<file path="src/icache_pkg.sv">
`default_nettype none

package icache_pkg;

  // ====================================================================
  // fixed cache geometry
  // ====================================================================
  localparam int unsigned ADDR_W     = 32;
  localparam int unsigned WORD_W     = 32;
  localparam int unsigned IDX_W      = 4;
  localparam int unsigned LINE_WORDS = 4;
  localparam int unsigned OFS_W      = 4;
  localparam int unsigned TAG_W      = ADDR_W - IDX_W - OFS_W;

  typedef logic [LINE_WORDS-1:0][WORD_W-1:0] line_t;

  // fetch view for lookups and hit-invalidate, index view for index-invalidate
  typedef union packed {
    struct packed {
      logic [TAG_W-1:0]              tag;
      logic [IDX_W-1:0]              idx;
      logic [$clog2(LINE_WORDS)-1:0] word;
      logic [1:0]                    byte_ofs;
    } fetch;
    struct packed {
      logic [ADDR_W-IDX_W-OFS_W-1:0] unused;
      logic [IDX_W-1:0]              idx;
      logic [OFS_W-1:0]              way;
    } index;
  } icache_addr_u;

  typedef enum logic {
    CACOP_IDX_INV = 1'b0,
    CACOP_HIT_INV = 1'b1
  } cacop_op_e;

  // register map of the control block
  typedef enum logic [1:0] {
    REG_CTRL     = 2'd0,
    REG_HIT_CNT  = 2'd1,
    REG_MISS_CNT = 2'd2
  } reg_addr_e;

endpackage

`default_nettype wire

</file>
<file path="src/icache_ctrl_regs.sv">
`default_nettype none

module icache_ctrl_regs (
  input  wire logic                  clk,
  input  wire logic                  rst_n,
  input  wire logic                  cfg_req_i,
  input  wire logic                  cfg_we_i,
  input  wire icache_pkg::reg_addr_e cfg_addr_i,
  input  wire logic [31:0]           cfg_wdata_i,
  output logic                       cfg_ack_o,
  output logic      [31:0]           cfg_rdata_o,
  input  wire logic                  hit_pulse_i,
  input  wire logic                  miss_pulse_i,
  output logic                       cache_en_o
);

  logic [31:0] hit_cnt_q, miss_cnt_q;
  logic        access, hit_clr, miss_clr;

  // ack low is the idle state, ack high waits for req to drop
  assign access   = cfg_req_i & ~cfg_ack_o;
  assign hit_clr  = access & cfg_we_i & (cfg_addr_i == icache_pkg::REG_HIT_CNT);
  assign miss_clr = access & cfg_we_i & (cfg_addr_i == icache_pkg::REG_MISS_CNT);

  always_ff @(posedge clk or negedge rst_n) begin
    if (!rst_n) begin
      cfg_ack_o  <= 1'b0;
      cache_en_o <= 1'b1;
      hit_cnt_q  <= '0;
      miss_cnt_q <= '0;
    end else begin
      if (access) begin
        cfg_ack_o <= 1'b1;
      end else if (cfg_ack_o && !cfg_req_i) begin
        cfg_ack_o <= 1'b0;
      end
      if (access && cfg_we_i && cfg_addr_i == icache_pkg::REG_CTRL) begin
        cache_en_o <= cfg_wdata_i[0];
      end
      // saturating counters, a write clears
      if (hit_clr) begin
        hit_cnt_q <= '0;
      end else if (hit_pulse_i && hit_cnt_q != '1) begin
        hit_cnt_q <= hit_cnt_q + 1'b1;
      end
      if (miss_clr) begin
        miss_cnt_q <= '0;
      end else if (miss_pulse_i && miss_cnt_q != '1) begin
        miss_cnt_q <= miss_cnt_q + 1'b1;
      end
    end
  end

  // read data captured with the access, stable while ack is high
  always_ff @(posedge clk) begin
    if (access) begin
      case (cfg_addr_i)
        icache_pkg::REG_CTRL:     cfg_rdata_o <= {31'b0, cache_en_o};
        icache_pkg::REG_HIT_CNT:  cfg_rdata_o <= hit_cnt_q;
        icache_pkg::REG_MISS_CNT: cfg_rdata_o <= miss_cnt_q;
        default:                  cfg_rdata_o <= '0;
      endcase
    end
  end

endmodule

`default_nettype wire

</file>
<file path="config.mk">
export PLATFORM = sky130hd
export DESIGN_NAME = icache_ctrl_regs
export DESIGN_NICKNAME = d
export VERILOG_FILES = /design/src/icache_pkg.sv /design/src/icache_ctrl_regs.sv
export SDC_FILE = /design/constraint.sdc
export NUM_CORES = 1
export LEC_CHECK = 0
export BUFFER_PORTS_ARGS = -buffer_cell sky130_fd_sc_hd__clkbuf_2
export CORE_ASPECT_RATIO = 0.75
export CORE_MARGIN = 2
export CORE_UTILIZATION = 34
export DETAILED_ROUTE_END_ITERATION = 6
export GPL_ROUTABILITY_DRIVEN = 0
export HOLD_SLACK_MARGIN = 0.03
export PLACE_DENSITY_LB_ADDON = 0.1
export SYNTH_ARGS = -nofsm -noshare
export SYNTH_HDL_FRONTEND = slang
export SYNTH_SLANG_ARGS = --single-unit
</file>
<file path="constraint.sdc">
create_clock -name clk -period 7.9 [get_ports clk]
set_clock_uncertainty 0.1 [all_clocks]
set_input_delay 0.395 -clock clk [delete_from_list [all_inputs] [get_ports clk]]
set_output_delay 0.395 -clock clk [all_outputs]
set_load 0.1 [all_outputs]
</file>
==> metrics.txt <==
# TYPE chip_impl_metric gauge
chip_impl_metric{name="final_layout_size_suffix_gt1_frac",unit=""} 0.164
chip_impl_metric{name="place.detailed.hpwl",unit="um"} 9000
chip_impl_metric{name="port_buffers",unit=""} 42
chip_impl_metric{name="clkSinkCount",unit=""} 98
chip_impl_metric{name="power.ir.vdd_worst",unit="mV"} 0.124
chip_impl_metric{name="numCtsBuffers",unit=""} 9
chip_impl_info{name="tritoncts",value="yes"} 1
chip_impl_metric{name="antenna-diode-count",unit=""} 0
chip_impl_metric{name="die_area",unit="um2"} 15700
chip_impl_metric{name="critical_path_required",unit="ps"} 8040
chip_impl_metric{name="p_leak",unit="nW"} 2.27
chip_impl_metric{name="grt_antenna_before_repair",unit=""} 0
chip_impl_metric{name="ctsHoldBuffers",unit=""} 0
chip_impl_info{name="crit_path_end_kind",value="flop"} 1
chip_impl_metric{name="mappedNetlistNets",unit=""} 526
chip_impl_info{name="cts.root.buffer_cell",value="clkbuf_16"} 1
chip_impl_metric{name="antenna_violating_nets_post_route",unit=""} 0
chip_impl_metric{name="synthCells",unit=""} 483
chip_impl_metric{name="yosys_warnings",unit=""} 0
chip_impl_metric{name="start_util",unit=""} 0.347
chip_impl_metric{name="total_setup_buffers_inserted_after_cts",unit=""} 0
chip_impl_metric{name="fmaxAchievable",unit="MHz"} 384
chip_impl_metric{name="total_routing_resource_utilization_after_global_routing",unit=""} 0.178
chip_impl_info{name="path_class",value="reg -> reg"} 1
chip_impl_metric{name="floorplan.die.height",unit="um"} 109
chip_impl_info{name="synth_flop_cell",value="dfrtp_1"} 1
chip_impl_metric{name="final_cell_area",unit="um2"} 5720
chip_impl_metric{name="synth.cell_area",unit="um2"} 5000
chip_impl_metric{name="critPathArrivalTime",unit="ps"} 2740
chip_impl_metric{name="detailed_place.area",unit="um2"} 5410
chip_impl_metric{name="cts.clk_slew.worst_paths",unit="ps"} 70
chip_impl_metric{name="wl_met2",unit="um"} 5700
chip_impl_metric{name="finish.utilization",unit=""} 0.397
chip_impl_info{name="rsz_0062_raised_after_global_routing",value="no"} 1
chip_impl_metric{name="drv_cap",unit=""} 0
chip_impl_metric{name="routed_wl",unit="um"} 13200
chip_impl_metric{name="synth.lib_cells_used.distinct",unit=""} 55
chip_impl_metric{name="worst-r2r-cell-count",unit=""} 6
chip_impl_metric{name="asyncSetResetFlopFracSynth",unit=""} 0.673
chip_impl_metric{name="route.layer.met1.wl",unit="um"} 6620
chip_impl_metric{name="io_pins",unit=""} 74
chip_impl_metric{name="register_area",unit="um2"} 2610
chip_impl_metric{name="ratio_of_final_minimum_period_to_clock_period",unit=""} 0.330
chip_impl_metric{name="maximum_number_of_pins_on_one_net_before_global_route_repair",unit=""} 67
chip_impl_metric{name="num_vias",unit=""} 3988
chip_impl_metric{name="fillerInstances",unit=""} 1427
chip_impl_metric{name="core_area",unit="um2"} 14400
chip_impl_metric{name="clock_latency",unit="ps"} 340
chip_impl_metric{name="power_per_cell_area",unit="nW/um2"} 267
chip_impl_info{name="start_kind",value="flop"} 1
chip_impl_metric{name="grt_first_pass_wirelength",unit="um"} 21000
chip_impl_metric{name="maximum_clock_path_buffer_count",unit=""} 2
chip_impl_metric{name="flow.area_growth_from_synthesis",unit="%"} 14.4
chip_impl_metric{name="met3_wirelength",unit="um"} 660
chip_impl_metric{name="yosys_register_bits",unit=""} 98
chip_impl_metric{name="initialDrtViolationCount",unit=""} 202
chip_impl_metric{name="fin_setup_tns",unit="ps"} 0
chip_impl_metric{name="finalNetCount",unit=""} 562
chip_impl_metric{name="ctsHtreeMaxLevel",unit=""} 3
chip_impl_metric{name="grt_pass1_vias",unit=""} 3828
chip_impl_metric{name="p_total",unit="mW"} 1.53
chip_impl_metric{name="worst-slew-pin-transition",unit="ps"} 943
chip_impl_metric{name="avgSynthCellArea",unit="um2"} 10.4
chip_impl_info{name="hold_path_class",value="in -> async"} 1
chip_impl_metric{name="multi_input_area",unit="um2"} 2260
chip_impl_metric{name="core.rowCount",unit=""} 38
chip_impl_metric{name="hold_viol_final",unit=""} 0
chip_impl_metric{name="dieWidth",unit="um"} 144
chip_impl_info{name="maxUsedRoutingLayer",value="met4"} 1
chip_impl_info{name="outcome",value="completed"} 1
chip_impl_metric{name="avgViaCountPerCell",unit=""} 5.51
chip_impl_metric{name="fin_ws",unit="ps"} 5300
chip_impl_metric{name="drc",unit=""} 0
chip_impl_metric{name="maxSlewViolCount",unit=""} 0
chip_impl_metric{name="gr-total-overflow",unit=""} 0
chip_impl_metric{name="drt-pass1-iter-count",unit=""} 5
chip_impl_metric{name="setup_slack_at_placement",unit="ps"} 5270
chip_impl_metric{name="ys_seq_area_frac",unit=""} 0.523
chip_impl_metric{name="post_cts_resize_count",unit=""} 0
chip_impl_metric{name="routed_wire_per_std_cell",unit="um"} 18.2
chip_impl_metric{name="count_of_endpoints_failing_setup_in_the_final_report",unit=""} 0
chip_impl_metric{name="synth-edff-count",unit=""} 32
chip_impl_metric{name="crit_path_max_fanout",unit=""} 5
chip_impl_metric{name="layout_min_cycle_time",unit="ps"} 2600
chip_impl_metric{name="slew-limit-headroom",unit=""} 0.372
==> cells by family after synthesis <==
| kind of cell | synth area share |
|---|---|
| compound gates | 0.182 |
| xor+xnor | 0.0315 |
| fa+ha+maj | 0.00751 |
| buf+inv | 0.0280 |
| flops | 0.523 |
| mux | 0.0105 |
| simple gates | 0.218 |
==> layer usage <==
layer	vias to the layer above	global-route usage
li1	1917	-
met5	-	0
met2	82	0.267
met3	15	0.0365
met1	1974	0.262
met4	0	0.0455
==> placed cells by master (no fill, tap or decap), types with 13 or more instances in the layout <==
cell	Yosys	routed
clkbuf_2	0	41
nand3_1	25	25
or3_1	25	25
dfrtp_1	65	65
nor2_1	31	31
xnor2_1	13	13
a21oi_1	34	34
nand2_1	41	41
o21ai_0	31	31
a22o_1	29	29
edfxtp_1	32	32
==> metrics by stage <==
step                      hold slack, ps  cells
after global placement               419    708
after detailed placement             424    708
after CTS                            181    724
after floorplan                   -0.591    483
final                                145    724
after global routing                 194    724
==> critical path, stage by stage, from the launching register on <==
cell	delay, ps
dfrtp_1	450
ha_1	250
nand4_1	300
or4_4	660
a311oi_4	380
a31oi_1	140
o21a_1	210
==> synth_stat cells, types with 3 or more instances <==
| cell type | count | area share |
|---|---|---|
| or3_1 | 25 | 0.031 |
| inv_1 | 9 | 0.0068 |
| o41ai_1 | 4 | 0.0070 |
| o311ai_0 | 3 | 0.0053 |
| nor2_1 | 31 | 0.023 |
| o21a_1 | 3 | 0.0045 |
| nor4_1 | 5 | 0.0063 |
| edfxtp_1 | 32 | 0.19 |
| a31o_2 | 3 | 0.0053 |
| ha_1 | 3 | 0.0075 |
| nand4_1 | 12 | 0.015 |
| and4_1 | 8 | 0.014 |
| or4_1 | 7 | 0.011 |
| nor3_1 | 8 | 0.0080 |
| clkbuf_1 | 17 | 0.013 |
| a311oi_1 | 3 | 0.0053 |
| buf_2 | 4 | 0.0040 |
| a21oi_1 | 34 | 0.034 |
| mux2i_1 | 3 | 0.0060 |
| and2_1 | 5 | 0.0063 |
| o31ai_1 | 4 | 0.0060 |
| and3_1 | 12 | 0.015 |
| xor2_1 | 5 | 0.0088 |
| o21ai_0 | 31 | 0.031 |
| nand3_1 | 25 | 0.025 |
| a31oi_1 | 5 | 0.0063 |
| a22o_1 | 29 | 0.051 |
| dfrtp_1 | 65 | 0.33 |
| nand2_1 | 41 | 0.031 |
| xnor2_1 | 13 | 0.023 |
==> power breakdown <==
| group | total (mW) | internal (mW) | switching (mW) |
|---|---|---|---|
| combinational | 0.410 | 0.0675 | 0.343 |
| sequential | 0.659 | 0.599 | 0.0601 |
| clock | 0.458 | 0.271 | 0.187 |
==> layout make-up <==
cell class              instances  share of cell area
flip-flops and latches         98               0.457
multi-input cells             353               0.395
clock buffers                  14              0.0479
repair buffers                 48              0.0446
well taps                     200              0.0437
clock inverters                 2             0.00591
inverters                       9             0.00591
==> final timing paths <==
path	start	to	slack, ps
max in group asynchronous	rst_n	hit_cnt_q[1]$_DFFE_PN0P_	6950
worst min-delay path	rst_n	miss_cnt_q[4]$_DFFE_PN0P_	140
worst min register to register	cfg_ack_o$_DFFE_PN0P_	cfg_ack_o$_DFFE_PN0P_	430
min in group clk	cfg_wdata_i[0]	cache_en_o$_DFFE_PN1P_	190
worst max-delay path	miss_cnt_q[1]$_DFFE_PN0P_	miss_cnt_q[26]$_DFFE_PN0P_	5300
worst max register to register	miss_cnt_q[1]$_DFFE_PN0P_	miss_cnt_q[26]$_DFFE_PN0P_	5300
==> sequential cells by signal, indices dropped and copies added (netlist names) <==
name and cells:
cfg_rdata_o 32, cfg_ack_o 1, hit_cnt_q 32, cache_en_o 1
miss_cnt_q 32
(Power assumes the default switching activity.)
